**src/logic/mems_pattern.hex**
```
// One 24-bit scan word per line, addresses 0 to 15
300000
311111
322222
333333
344444
355555
366666
377777
388888
399999
3aaaaa
3bbbbb
3ccccc
3ddddd
3eeeee
3fffff
```
**src/logic/mems_pkg.sv**
```systemverilog
package mems_pkg;

  // Clock plan
  localparam int SYS_CLK_HZ  = 64_000_000;
  localparam int FCLK_HZ     = 16_000;
  localparam int FCLK_DIV    = SYS_CLK_HZ / FCLK_HZ;
  localparam int MEMS_SPI_HZ = 3_200_000;
  localparam int SPI_HALF    = SYS_CLK_HZ / (2 * MEMS_SPI_HZ);

  localparam int NUM_CH      = 2;
  localparam int MEMS_WORD_W = 24;

  // Scan geometry
  localparam int ROM_DEPTH = 16;
  localparam int ADDR_W    = 4;
  localparam int LINE_LEN  = 4;
  localparam int FRAME_LEN = 16;

  typedef logic [MEMS_WORD_W-1:0] mems_word_t;
  typedef logic [ADDR_W-1:0]      mems_addr_t;

  // One channel's MEMS SPI pins
  typedef struct packed {
    logic sck;
    logic mosi;
    logic cs_n;
  } mems_spi_pins_t;

endpackage

```
**src/logic/clk_divider.sv**
```systemverilog
`timescale 1ns/10ps

module clk_divider #(
  parameter int DIV = 4000
) (
  input  logic clk,
  input  logic rst_n,
  output logic clk_out
);

  localparam int HALF  = DIV / 2;
  localparam int CNT_W = $clog2(HALF + 1);

  logic [CNT_W-1:0] cnt;

  // Toggle once per half period, output starts low
  always_ff @(posedge clk or negedge rst_n) begin
    if (!rst_n) begin
      cnt     <= '0;
      clk_out <= 1'b0;
    end else if (cnt == CNT_W'(HALF - 1)) begin
      cnt     <= '0;
      clk_out <= ~clk_out;
    end else begin
      cnt <= cnt + 1'b1;
    end
  end

endmodule

```
**src/logic/mems_pattern_rom.sv**
```systemverilog
`timescale 1ns/10ps

module mems_pattern_rom (
  input  logic                                      clk,
  input  mems_pkg::mems_addr_t [mems_pkg::NUM_CH-1:0] addr,
  output mems_pkg::mems_word_t [mems_pkg::NUM_CH-1:0] data
);
  import mems_pkg::*;

  mems_word_t mem [ROM_DEPTH];

  // Path is relative to the simulation run directory
  initial begin
    $readmemh("/design/src/logic/mems_pattern.hex", mem);
  end

  // One registered read port per channel
  always_ff @(posedge clk) begin
    for (int i = 0; i < NUM_CH; i++) begin
      data[i] <= mem[addr[i]];
    end
  end

endmodule

```
**src/logic/mems_scan_ctrl.sv**
```systemverilog
`timescale 1ns/10ps

module mems_scan_ctrl #(
  parameter int START_ADDR = 0
) (
  input  logic                 clk,
  input  logic                 rst_n,
  input  logic                 scan_en,
  input  logic                 pause,
  input  logic                 busy,
  output mems_pkg::mems_addr_t rom_addr,
  input  mems_pkg::mems_word_t rom_data,
  output logic                 start,
  output mems_pkg::mems_word_t word,
  output logic                 new_line,
  output logic                 new_frame
);
  import mems_pkg::*;

  localparam int         LINE_W     = $clog2(LINE_LEN);
  localparam int         FRAME_W    = $clog2(FRAME_LEN);
  localparam mems_addr_t FIRST_ADDR = mems_addr_t'(START_ADDR);
  localparam mems_addr_t LAST_ADDR  = mems_addr_t'(ROM_DEPTH - 1);

  typedef enum logic [1:0] {IDLE, FETCH, SEND, WAIT} state_t;

  state_t             state;
  logic [LINE_W-1:0]  line_cnt;
  logic [FRAME_W-1:0] frame_cnt;
  logic               word_done;

  // Busy rises one cycle after start, so ignore the start cycle
  assign word_done = (state == WAIT) && !busy && !start;

  always_ff @(posedge clk or negedge rst_n) begin
    if (!rst_n) begin
      state     <= IDLE;
      rom_addr  <= FIRST_ADDR;
      line_cnt  <= '0;
      frame_cnt <= '0;
      start     <= 1'b0;
      new_line  <= 1'b0;
      new_frame <= 1'b0;
    end else begin
      start     <= 1'b0;
      new_line  <= 1'b0;
      new_frame <= 1'b0;
      case (state)
        IDLE: begin
          // Disabled channel rewinds to its start
          if (!scan_en) begin
            rom_addr  <= FIRST_ADDR;
            line_cnt  <= '0;
            frame_cnt <= '0;
          end else if (!pause) begin
            state <= FETCH;
          end
        end
        // ROM read in flight
        FETCH: state <= SEND;
        SEND: begin
          start <= 1'b1;
          state <= WAIT;
        end
        WAIT: begin
          if (word_done) begin
            rom_addr <= (rom_addr == LAST_ADDR) ? '0 : rom_addr + 1'b1;
            if (line_cnt == LINE_W'(LINE_LEN - 1)) begin
              line_cnt <= '0;
              new_line <= 1'b1;
            end else begin
              line_cnt <= line_cnt + 1'b1;
            end
            if (frame_cnt == FRAME_W'(FRAME_LEN - 1)) begin
              frame_cnt <= '0;
              new_frame <= 1'b1;
            end else begin
              frame_cnt <= frame_cnt + 1'b1;
            end
            state <= (scan_en && !pause) ? FETCH : IDLE;
          end
        end
        default: state <= IDLE;
      endcase
    end
  end

  // Word is captured alongside the start pulse
  always_ff @(posedge clk) begin
    if (state == SEND) begin
      word <= rom_data;
    end
  end

endmodule

```
**src/logic/mems_spi.sv**
```systemverilog
`timescale 1ns/10ps

module mems_spi (
  input  logic                     clk,
  input  logic                     rst_n,
  input  logic                     start,
  input  mems_pkg::mems_word_t     word,
  output logic                     busy,
  output mems_pkg::mems_spi_pins_t pins
);
  import mems_pkg::*;

  localparam int HALF_W = $clog2(SPI_HALF + 1);
  localparam int BIT_W  = $clog2(MEMS_WORD_W);

  logic [HALF_W-1:0] half_cnt;
  logic [BIT_W-1:0]  bit_cnt;
  logic              sck;
  logic              last;
  logic              half_done;
  logic              fall;
  mems_word_t        shreg;

  assign half_done = (half_cnt == HALF_W'(SPI_HALF - 1));

  // Falling sck edge, where mosi moves to the next bit
  assign fall = busy && !last && half_done && sck;

  always_ff @(posedge clk or negedge rst_n) begin
    if (!rst_n) begin
      busy     <= 1'b0;
      sck      <= 1'b0;
      last     <= 1'b0;
      half_cnt <= '0;
      bit_cnt  <= '0;
    end else if (!busy) begin
      // A start while busy is dropped
      if (start) begin
        busy     <= 1'b1;
        half_cnt <= '0;
        bit_cnt  <= '0;
      end
    end else if (last) begin
      // Release cs_n one cycle after the final fall
      busy <= 1'b0;
      last <= 1'b0;
    end else if (half_done) begin
      half_cnt <= '0;
      sck      <= ~sck;
      if (sck) begin
        if (bit_cnt == BIT_W'(MEMS_WORD_W - 1)) begin
          last <= 1'b1;
        end else begin
          bit_cnt <= bit_cnt + 1'b1;
        end
      end
    end else begin
      half_cnt <= half_cnt + 1'b1;
    end
  end

  // MSB first
  always_ff @(posedge clk) begin
    if (!busy && start) begin
      shreg <= word;
    end else if (fall) begin
      shreg <= shreg << 1;
    end
  end

  // Chip select follows busy exactly, mosi idles low
  assign pins = '{
    sck:  sck,
    mosi: busy & shreg[MEMS_WORD_W-1],
    cs_n: ~busy
  };

endmodule

```
**src/logic/mems_scan_top.sv**
```systemverilog
`timescale 1ns/10ps

module mems_scan_top (
  input  logic                                          clk,
  input  logic                                          rst_n,
  input  logic [mems_pkg::NUM_CH-1:0]                   scan_en,
  input  logic                                          pause,
  output logic                                          fclk,
  output mems_pkg::mems_spi_pins_t [mems_pkg::NUM_CH-1:0] mems_spi,
  output logic [mems_pkg::NUM_CH-1:0]                   new_line,
  output logic [mems_pkg::NUM_CH-1:0]                   new_frame
);
  import mems_pkg::*;

  mems_addr_t [NUM_CH-1:0] rom_addr;
  mems_word_t [NUM_CH-1:0] rom_data;
  mems_word_t [NUM_CH-1:0] spi_word;
  logic       [NUM_CH-1:0] spi_start;
  logic       [NUM_CH-1:0] spi_busy;

  // Filter clock shared by every mirror
  clk_divider #(.DIV(FCLK_DIV)) fclk_div (
    .clk     (clk),
    .rst_n   (rst_n),
    .clk_out (fclk)
  );

  mems_pattern_rom pattern_rom (
    .clk  (clk),
    .addr (rom_addr),
    .data (rom_data)
  );

  for (genvar k = 0; k < NUM_CH; k++) begin : g_ch
    // Channels start half a pattern apart
    mems_scan_ctrl #(.START_ADDR(k * 8)) scan_ctrl (
      .clk       (clk),
      .rst_n     (rst_n),
      .scan_en   (scan_en[k]),
      .pause     (pause),
      .busy      (spi_busy[k]),
      .rom_addr  (rom_addr[k]),
      .rom_data  (rom_data[k]),
      .start     (spi_start[k]),
      .word      (spi_word[k]),
      .new_line  (new_line[k]),
      .new_frame (new_frame[k])
    );

    mems_spi spi_master (
      .clk   (clk),
      .rst_n (rst_n),
      .start (spi_start[k]),
      .word  (spi_word[k]),
      .busy  (spi_busy[k]),
      .pins  (mems_spi[k])
    );
  end

endmodule

```
**config.mk**
```make
export PLATFORM = sky130hd
export DESIGN_NAME = mems_scan_top
export DESIGN_NICKNAME = d
export VERILOG_FILES = /design/src/logic/mems_pkg.sv /design/src/logic/clk_divider.sv /design/src/logic/mems_pattern_rom.sv /design/src/logic/mems_scan_ctrl.sv /design/src/logic/mems_spi.sv /design/src/logic/mems_scan_top.sv
export SDC_FILE = /design/constraint.sdc
export NUM_CORES = 1
export LEC_CHECK = 0
export BUFFER_PORTS_ARGS = -buffer_cell sky130_fd_sc_hd__buf_2
export CORE_MARGIN = 4
export CORE_UTILIZATION = 55
export DETAILED_ROUTE_END_ITERATION = 6
export GPL_ROUTABILITY_DRIVEN = 0
export GPL_TIMING_DRIVEN = 1
export PLACE_DENSITY = 0.84
export SLEW_MARGIN = 5
export SYNTH_ARGS = -nofsm -noshare
export SYNTH_HDL_FRONTEND = slang
export SYNTH_SLANG_ARGS = --single-unit
```
**constraint.sdc**
```tcl
create_clock -name clk -period 3.35 [get_ports clk]
set_clock_uncertainty 0.2 [all_clocks]
set_input_delay 0.67 -clock clk [delete_from_list [all_inputs] [get_ports clk]]
set_output_delay 0.67 -clock clk [all_outputs]
set_load 0.01 [all_outputs]
```
# Word-level counts from Yosys, hierarchy flattened
# Cells that the tools add are included.
dict set report totals {
  register_bits 202
  in_bits 5
  out_inout_bits 11
}
dict set report op_classes {
  add_sub_neg 9
  n_eq_ne 31
  mux 78
  bitwise_logic 9
  n_reduce_logical 39
}
# cell n
set op_table {}
lappend op_table {{$mux W24} 4}
lappend op_table {{$mux W5} 12}
lappend op_table {{$mux W4} 14}
lappend op_table {{$mux W1} 30}
lappend op_table {{$ne A2 B2 Y1 const B} 14}
lappend op_table {{$mux W2} 11}
lappend op_table {{$reduce_and A3 Y1} 6}
lappend op_table {{$add A4 B1 Y4 const B} 4}
lappend op_table {{$eq A4 B4 Y1 const B} 4}
lappend op_table {{$pmux W2 S4} 2}
lappend op_table {{$pmux W4 S2} 2}
lappend op_table {{$logic_and A1 B1 Y1} 14}
lappend op_table {{$eq A2 B2 Y1 const B} 6}
lappend op_table {{$reduce_bool A2 Y1} 6}
lappend op_table {{$add A11 B1 Y11 const B} 1}
lappend op_table {{$eq A11 B11 Y1 const B} 1}
lappend op_table {{$mux W11} 1}
lappend op_table {{$add A5 B1 Y5 const B} 2}
lappend op_table {{$eq A5 B5 Y1 const B} 2}
lappend op_table {{$reduce_and A5 Y1} 2}
lappend op_table {{$pmux W2 S2} 2}
lappend op_table {{$logic_not A1 Y1} 7}
lappend op_table {{$not A1 Y1} 7}
lappend op_table {{$add A2 B1 Y2 const B} 2}
lappend op_table {{other kinds (5)} 10}

# Depth between registers and ports, before layout
# Gate-level depths: netlist of run 1.
dict set report logic_depth {
  depth_word 6
  mapped_depth 7
  depth_no_buf 6
}

# Cells and area by module
# A second synthesis of run 1 with hierarchy kept.
dict set report unflattened {
  hier_cells 636
  area_unflattened_um2 7314.5
}
# mod instances cells_each area_per_inst_um2 seq_area_each_um2
set by_module_without_submodules {}
lappend by_module_without_submodules {mems_spi 2 165 1684.1 1021.0}
lappend by_module_without_submodules {{mems_scan_ctrl at g_ch[1].scan_ctrl} 1 102 1508.9 1097.3}
lappend by_module_without_submodules {{mems_scan_ctrl at g_ch[0].scan_ctrl} 1 102 1506.4 1096.1}
lappend by_module_without_submodules {clk_divider 1 53 566.8 300.3}
lappend by_module_without_submodules {mems_pattern_rom 1 49 364.1 0.0}

# Worst setup path after synthesis of run 1
# No wires, ideal clock.
dict set report synth_timing {
  path_type {register to register}
  from {register g_ch[1].spi_master.half_cnt[1]}
  to {register g_ch[1].spi_master.bit_cnt[3]}
  setup_time_ns 0.126
  arrival_time_ns 1.509
  setup_slack_ns 1.514
  stages_incl_launch_ff 5
  n_path_buf 0
  cell_sequence {dfrtp_1 or3b_4 or2_4 o211a_1 a311o_1}
}
dict set report synth_via {
  elab_chain_cells 3
}
# element line
set synth_rtl {}
lappend synth_rtl {{start, declared} mems_spi.sv:16} ;# logic [HALF_W-1:0] half_cnt;
lappend synth_rtl {{start signal, assigned} mems_spi.sv:58} ;# half_cnt <= half_cnt + 1'b1;
lappend synth_rtl {{$eq A4 B4 Y1} mems_spi.sv:24} ;# assign half_done = (half_cnt == HALF_W'(SPI_HALF - 1));
lappend synth_rtl {{$ne A2 B2 Y1 (no line)} --}
lappend synth_rtl {{$reduce_and A5 Y1 (no line)} --}
lappend synth_rtl {{end signal, assigned} mems_spi.sv:54} ;# bit_cnt <= bit_cnt + 1'b1;
lappend synth_rtl {{end, declared} mems_spi.sv:17} ;# logic [BIT_W-1:0] bit_cnt;
# No other way between the ends.
# A chain may end at the register's enable or synchronous reset.

==> results.md, run 1 <==
- The largest incremental delay on the critical path is around 0.48 ns.
- The average footprint of a synthesized cell is a little over 10 µm².
- Once the floorplan was initialized, standard cells occupied 57.7% of the core.
- The run finished with clean final reports.
- The async set-or-reset flop fraction in the synthesized netlist is 100%.
- Along the worst path, the maximum fanout reaches 10.
- Data arrives at the worst endpoint at 1.38 ns.
- The die area is 6670 µm².
- After detailed routing, the average wire length per cell comes to roughly 14 µm.
- The number of distinct library cell variants in the gate-level netlist after synthesis is between 50 and 60.
- For this block, the initial DRC count from the detailed router was between 100 and 150.
- After synthesis, flip-flops and latches occupy 48.6% of the total area.
- Synthesis inferred just under 60 register bits.
- The final net count is 330.
- The overall die height is a little over 80 µm.
- The first-pass GRT wire length is ~9 mm.
- Setup repair after global routing left no endpoint under its margin.
- The number of pins with negative max-slew slack in the final report is 0.
- The final instance area is roughly 3200 µm².
- The met1 routing resource usage after global routing is a little under a quarter.
- The setup path with the least slack is of type register to primary output.
- The most common cell after layout, fill and taps aside is dfrtp_1.
- The count of hold buffers inserted by post-cts repair is 0.
- The final count of hold timing violations is 0.
- The buffer count from post-CTS setup fixing is 0.
- The layout has around 420 filler cells.
- The final total power is approximately 1.8 mW.
- The number of standard cells after synthesis is around 300.
- The routed via count divided by cell count is between 5 and 6.
- Across the run, the number of max-cap violations was 0.
- Detailed routing inserted a total of ~2200 vias.
- The post-placement cell count is ~370.
- Counting flops with a built-in enable in the synthesized netlist gives 0.
- STA classifies the critical path endpoint as a primary output.
- The time the final worst path needs with I/O delays and setup is approximately 2.2 ns.
- The setup TNS is 0 ns.
- The synthesized area is ~3000 µm².
- The min-delay analysis places its worst path in the category input port to asynchronous set/reset pin.
- The reg-to-reg setup timing slack is about 1.4 ns.
- The global routing's busiest layer is met2.
- The number of antenna diodes in the final layout is 0.
- Post-CTS repair changed the size of 0 cells.
- The startpoint of the most critical register-to-register path is fclk_div.cnt[0].
- Measured against its own limit, the worst slew margin works out to 46.1%.
- From synthesis to final layout, the design area changed by 8.76%.
- Port buffering added 13 buffers.
- At the worst endpoint, the required time is 2.48 ns.
- The remaining global-route overflow is 0.
- The power density relative to cell area is approximately 550 nW/µm².
- The clock-pin slew reported for the worst setup and hold paths after clock tree synthesis is ~0.060 ns.
- The static power due to leakage is about 1.6 nW.
- The total cell area at the placement stage is slightly above 3000 µm².
- The count of H-tree levels built during CTS is 3.
- The horizontal die dimension is a little over 80 µm.
- The floorplan row count is 26.
- The cell sitting at the root of the clock tree is a clkbuf_8.
- The count of cells in the finished layout, fillers not included, comes to about 380.
- The count of unresolved DRC violations after routing is 0.
- The leading register cell type out of synthesis is dfrtp_1.
- The HPWL after detailed placement is roughly 3.6 mm.
- Wires add up to 5.17 mm.
- 16 I/O pins were placed.
- The core region area is 5170 µm².
- Setup violations remaining at the end of the flow were counted as 0.
- The endpoint identified for the worst register-to-register timing path is fclk_div.cnt[10].
- The initial antenna violation count is 0.
- The number of buffers added by the clock tree synthesis step is 9.
- The slowest stage of the critical path is the dfrtp_1 cell.
- The maximum buffer depth of the clock tree is 2.
- Entering global routing, the biggest net connects 38 pins.
- In the layout the commonest cells are 58 x dfrtp_1, 28 x nand2_1, 27 x nor2_1.
- Traced cell by cell, the critical path runs through clkinv_1, buf_2.
- The post-route fraction of the period consumed by the critical path is between 60% and 70%.
- The met3 track demand over resource is 6.80%.
- The clock net in this run drives a total of 58 sinks.
- The Yosys warning count is 0.
- For this run, the total global-route usage over all layers was measured as 18.3%.
- The first detailed-routing pass ran for 4 iterations.
- The worst setup path is launched from a register.
- TritonCTS built the clock tree.
- The measured slew at the worst slew-check pin is 0.808 ns.
- The cell count of the worst reg-to-reg path is 5.
- In this run the remaining antenna-violating nets after routing total 0.
- The maximum ir drop on the vdd rail is roughly 390 µV.
- The number of global-route vias before repair is a little over 2000.
- For this run, global-route usage on met2 was measured as between 20% and 30%.
- Static timing analysis puts the maximum clock frequency at between 400 and 500 MHz.
- The share of cells above drive strength 1 is a little under an eighth.
- The latest clock arrival within the worst-skew pair is between 0.3 and 0.4 ns.
-- per-layer routing --
metal / up-vias / wire, µm
met3: 9 / 259
met4: 0 / 70
met5: - / 0
li1: 1078 / -
met2: 40 / 2480
met1: 1069 / 2360
-- cells in the mapped netlist (2+ instances only) --
cell       n  share of area (%)
inv_1     11                1.4
xnor2_1    7                2.1
nand4_1    7                1.5
a31oi_1    2               0.42
a31o_2     3               0.88
or2_2      2               0.42
nand3b_1   3               0.75
mux2i_1    2               0.67
clkinv_1   2               0.25
o211ai_1   3               0.75
a21oi_1    6                1.0
xor2_1     8                2.3
nor3_1     8                1.3
a211oi_1   3               0.75
and3_1     6                1.3
ha_1      16                6.7
a21boi_0   3               0.75
o22ai_1    4               0.84
dfrtp_1   58                 49
nand4b_1   3               0.88
nand3_1   12                2.0
o32ai_1    2               0.59
buf_4      8                2.0
clkbuf_1   3               0.38
nor2b_1    3               0.63
nand2_1   28                3.5
and4_1     2               0.59
a22o_1     8                2.3
o21ai_0   16                2.7
nand2b_1   6                1.3
nor2_1    27                3.4
a21o_1     3               0.75
-- worst max-delay path: cells and delay by family, from the launching register on --
family                 cells  cell delay [ns]
buffers and inverters      2             0.56
DFF                        1             0.48
-- metrics by stage --
stage	util [%]	setup WS, ns	hold WS, ns
2_1_floorplan	-	1.51	0.174
3_3_place_gp	59.2	1.42	0.254
3_5_place_dp	59.2	1.41	0.254
4_1_cts	62.7	1.10	0.252
5_1_grt	62.7	0.986	0.271
6_report	62.7	1.10	0.228
-- logic make-up after synthesis --
group	count (synthesis)	synth area share, %
mux	2	0.671
compound gates	60	13.9
other cells	1	0.126
fa+ha+maj	16	6.71
simple gates	118	21.0
buf+inv	26	4.57
xor+xnor	15	4.40
flops	58	48.6
-- worst max path at each step --
stage	depth (start not counted)	end	start
after floorplan	4	g_ch[1].spi_master.bit_cnt[3]	g_ch[1].spi_master.half_cnt[1]
after global placement	5	g_ch[1].scan_ctrl.frame_cnt[3]	g_ch[1].scan_ctrl.state[0]
after detailed placement	5	g_ch[1].scan_ctrl.frame_cnt[3]	g_ch[1].scan_ctrl.state[0]
after CTS	2	mems_spi[0]	g_ch[0].spi_master.busy
after global routing	2	mems_spi[0]	g_ch[0].spi_master.busy
final	2	mems_spi[0]	g_ch[0].spi_master.busy
-- power breakdown --
group	switching, mW	internal, mW
combinational	0.180	0.137
clock	0.252	0.357
sequential	0.0759	0.769
-- registers in the layout (all words and copies together) (netlist names) --
| register | flops |
|---|---|
| g_ch.spi_master.last | 2 |
| g_ch.scan_ctrl.new_line | 2 |
| g_ch.spi_master.bit_cnt | 10 |
| g_ch.scan_ctrl.frame_cnt | 8 |
| g_ch.scan_ctrl.state | 4 |
| g_ch.spi_master.busy | 2 |
| g_ch.scan_ctrl.new_frame | 2 |
| g_ch.scan_ctrl.line_cnt | 4 |
| fclk_div.clk_out | 1 |
| fclk_div.cnt | 11 |
| g_ch.spi_master.sck | 2 |
| g_ch.scan_ctrl.start | 2 |
| g_ch.spi_master.half_cnt | 8 |
-- cell type report --
cell class | count | area, µm² | share of cell area, %
tap | 70 | 87.6 | 2.70
clock inverter | 3 | 40.0 | 1.23
sequential | 58 | 1450 | 44.7
clock buffer | 12 | 145 | 4.47
multi-input combinational | 213 | 1400 | 43.1
inverter | 13 | 48.8 | 1.50
timing repair buffer | 14 | 72.6 | 2.24
(Power assumes the default switching activity.)
==> inputs of run 2 (changes only) <==
==> constraint.sdc (replaced) <==
create_clock -name clk -period 2.3 [get_ports clk]
set_clock_uncertainty 0.2 [all_clocks]
set_input_delay 0.46 -clock clk [delete_from_list [all_inputs] [get_ports clk]]
set_output_delay 0.46 -clock clk [all_outputs]
set_load 0.01 [all_outputs]
==> run 2 against run 1 <==
Count of clock-buffer cells in the layout shrank 1. Register-to-register slack worse by 1.0 ns. Final cell count grew 0.52%. Setup slack lost 0.88 ns. Total power up 57%. Core utilization rose by 1.4 points. Non-clock buffer count up 2. First-iteration DRC count increased by 17%. Sequential share of layout area down 0.96 points. Sequential power grew 47%. Largest power group unchanged.
==> results.md, run 2 (synthesis gave the netlist of run 1 again) <==
- The run finished with clean final reports.
- The type of the most critical hold path is input port to register.
- The flip-flop count of the largest register after layout is 11 (unchanged).
- The count of inserted antenna diode cells is 0 (unchanged).
- The cell depth of the worst setup path is 2 (unchanged).
- The signal on the critical path passes through clkinv_1, buf_2.
- The worst setup slack after layout is 0.218 ns (-0.885 ns).
- The measured slew at the worst slew-check pin came to 0.504 ns (-0.304 ns).
- The clock-pin slew reported for the worst setup and hold paths after clock tree synthesis came to 0.06 ns (about the same).
- The first-pass GRT wire length is 9.26 mm (unchanged).
- The cell count of the worst reg-to-reg path came to 4 (-1).
- On the critical path, the stage with the largest delay is an instance of dfrtp_1.
- The maximum ir drop on the vdd rail was 1040 µV (+160%).
- The power density relative to cell area is 836 nW/µm² (+53%).
- The routed via count divided by cell count was 5.54 (-3.4%).
- Clock tree synthesis selected as its root buffer the cell clkbuf_8.
- The largest fanout on the critical path is 11 (+1).
- The latest clock arrival within the worst-skew pair is 0.34 ns (about the same).
- The arrival time of data at the critical path endpoint was 1.42 ns (+0.04 ns).
- The final setup violation count is 0 (unchanged).
- Leaving out fill and tap cells, the most frequent cells in the layout are 58 x dfrtp_1, 28 x nand2_1, 27 x nor2_1.
- Relative to the synthesized area, the layout overhead comes to 11.2%.
- The initial DRC count is 123 (+17%).
- The number of buffers added by the clock tree synthesis step is 9 (unchanged).
- The worst hold path passes through 3 cells.
- The setup TNS is 0 ns (unchanged).
- STA classifies the critical path endpoint as a primary output.
- The startpoint of the most critical register-to-register path is g_ch[1].spi_master.last.
- The max-slew headroom at the worst pin is 66.3% (+20 points).
- The sum of buffers and inverters on the critical path is 2 (unchanged).
- The smallest hold slack was 0.259 ns (+0.0311 ns).
- The final antenna-violating net count was 0 (unchanged).
- The startpoint type of the worst setup path is a register.
- The total of cells resized after clock tree synthesis is 0 (unchanged).
- The final count of hold timing violations is 0 (unchanged).
- The initial antenna violation count is 0 (unchanged).
- The number of global-route vias before repair is 2138 (+3.8%).
- The total via count after detailed routing is 2133 (-2.9%).
- Derived from the worst setup path, the maximum achievable clock frequency is 480 MHz.
- The worst reg2reg path endpoint is g_ch[1].spi_master.bit_cnt[0].
- The number of filler cells placed in the layout is 418 (+0.24%).
- More flip-flops sit in one register than any other, and that register is fclk_div.cnt.
- The post-route fraction of the period consumed by the critical path is between 90% and 100%.
- The TritonCTS clock tree is done.
- The I/O pin total was 16 (unchanged).
- The final wirelength is 5.25 mm (+1.5%).
- The largest incremental delay on the critical path came to 0.53 ns (+0.05 ns).
- The die area is 6670 µm² (unchanged).
- The horizontal die dimension is 81.7 µm (unchanged).
- The share of the core filled with cells in the final layout is 64.1% (+1.4 points).
- The maximum number of pins on one net before global-route repair is 59 (+55%).
- The largest registers in the layout are fclk_div.cnt: 11 flops, g_ch.spi_master.bit_cnt: 10 flops.
- The count of unresolved DRC violations after routing is 0 (unchanged).
- The number of sinks driven by the clock tree is 58 (unchanged).
- The remaining global-route overflow is 0 (unchanged).
- The placement-stage worst setup slack is 0.384 ns (-1.03 ns).
- The starting utilization of the core area is 57.7% (unchanged).
- The floorplan row count is 26 (unchanged).
- The share of cells above drive strength 1 is 12.7% (+0.88 points).
- The most common cell after layout, fill and taps aside is dfrtp_1.
- Among cell families on the critical path, the largest total delay comes from buffers and inverters.
- The reg-to-reg setup timing slack was 0.35 ns (-1.03 ns).
- The critical path is of the register to primary output type.
- The global-route usage over all layers is 18.5% (+0.14 points).
- The launching element of the worst setup path is g_ch[1].spi_master.busy.
- The core region area is 5170 µm² (unchanged).
- The post-placement cell count is 369 (+0.27%).
- The maximum buffer depth of the clock tree is 2 (unchanged).
- The count of H-tree levels built during CTS came to 3 (unchanged).
- Setup repair after global routing left no endpoint under its margin.
- The worst path required time is 1.64 ns (-0.84 ns).
- The per-cell routed wire length was 13.6 µm (+0.98%).
- The time the final worst path needs with I/O delays and setup is 2.08 ns.
- The static power due to leakage is 1.58 nW (+1.7%).
- The number of pins with negative max-slew slack in the final report is 0 (unchanged).
- The end point of the critical path is mems_spi[3].
- The total of buffers placed on input and output ports came to 13 (unchanged).
- The half-perimeter wire length of the detailed placement result is 3.59 mm (+0.69%).
- The final net count was 332 (+0.61%).
- The number of maximum-capacitance violations was 0 (unchanged).
- The overall die height is 81.7 µm (unchanged).
- The number of iterations in the first detailed-routing pass is 5 (+1).
- The number of standard cells in the layout, taps in and fillers out is 385 (+0.52%).
## run 2: changes by cell type in the layout (fill, tap and decap cells not counted)
| cell | change |
|---|---|
| clkinvlp_4 | +2 |
| clkinv_2 | -2 |
| buf_12 | +1 |
| bufinv_16 | +1 |
| clkbuf_8 | +1 |
| dlygate4sd3_1 | +1 |
| clkbuf_1 | -2 |
## run 2: power breakdown
group          internal [mW]  switching, mW
clock network          0.662          0.404
registers               1.12          0.117
logic                  0.204          0.268
total                   1.99          0.788
## run 2: metrics by stage
step                area [µm²]  power, mW
floorplan                 2990       1.60
global placement          3080       1.70
detailed placement        3080       1.74
CTS                       3320       2.81
global route              3320       2.96
finish                    3320       2.77
## run 2: how the worst min path moves through the flow
| stage | to | start | slack (ns) |
|---|---|---|---|
| 6_report | g_ch[0].scan_ctrl.state[0] | scan_en[0] | 0.26 |
| 5_1_grt | g_ch[0].scan_ctrl.state[0] | scan_en[0] | 0.27 |
| 4_1_cts | g_ch[0].scan_ctrl.state[0] | scan_en[0] | 0.25 |
| 3_5_place_dp | fclk_div.clk_out | fclk_div.clk_out | 0.25 |
| 3_3_place_gp | fclk_div.clk_out | fclk_div.clk_out | 0.25 |
| 2_1_floorplan | fclk_div.clk_out | rst_n | -0.04 |
## run 2: tightest hold or removal path: stages
cell and delay (ns):
buf_2 0.12, nand3b_1 0.08, a32oi_1 0.10
## run 2: area by class of cell
| class | count | area (µm²) | share of cell area (%) |
|---|---|---|---|
| inverter | 13 | 48.8 | 1.47 |
| clock inverter | 4 | 75.1 | 2.26 |
| clock buffer | 11 | 151 | 4.56 |
| tap | 70 | 87.6 | 2.64 |
| multi-input combinational | 213 | 1400 | 42.2 |
| sequential | 58 | 1450 | 43.8 |
| timing repair buffer | 16 | 103 | 3.09 |
## run 2: layer usage
layer	track usage (%)	share of wire [%]	wire (µm)	vias to the layer above
met5	0	0	0	-
met4	10.3	1.7	90	0
met3	4.71	3.8	201	7
met2	28.5	46	2400	34
met1	23.7	49	2560	1022
li1	-	-	-	1070
## run 2: what timing repair did
item	in CTS	in global routing
setup buffers	0	0
endpoints found under the hold margin	58	0
hold buffers	1	0
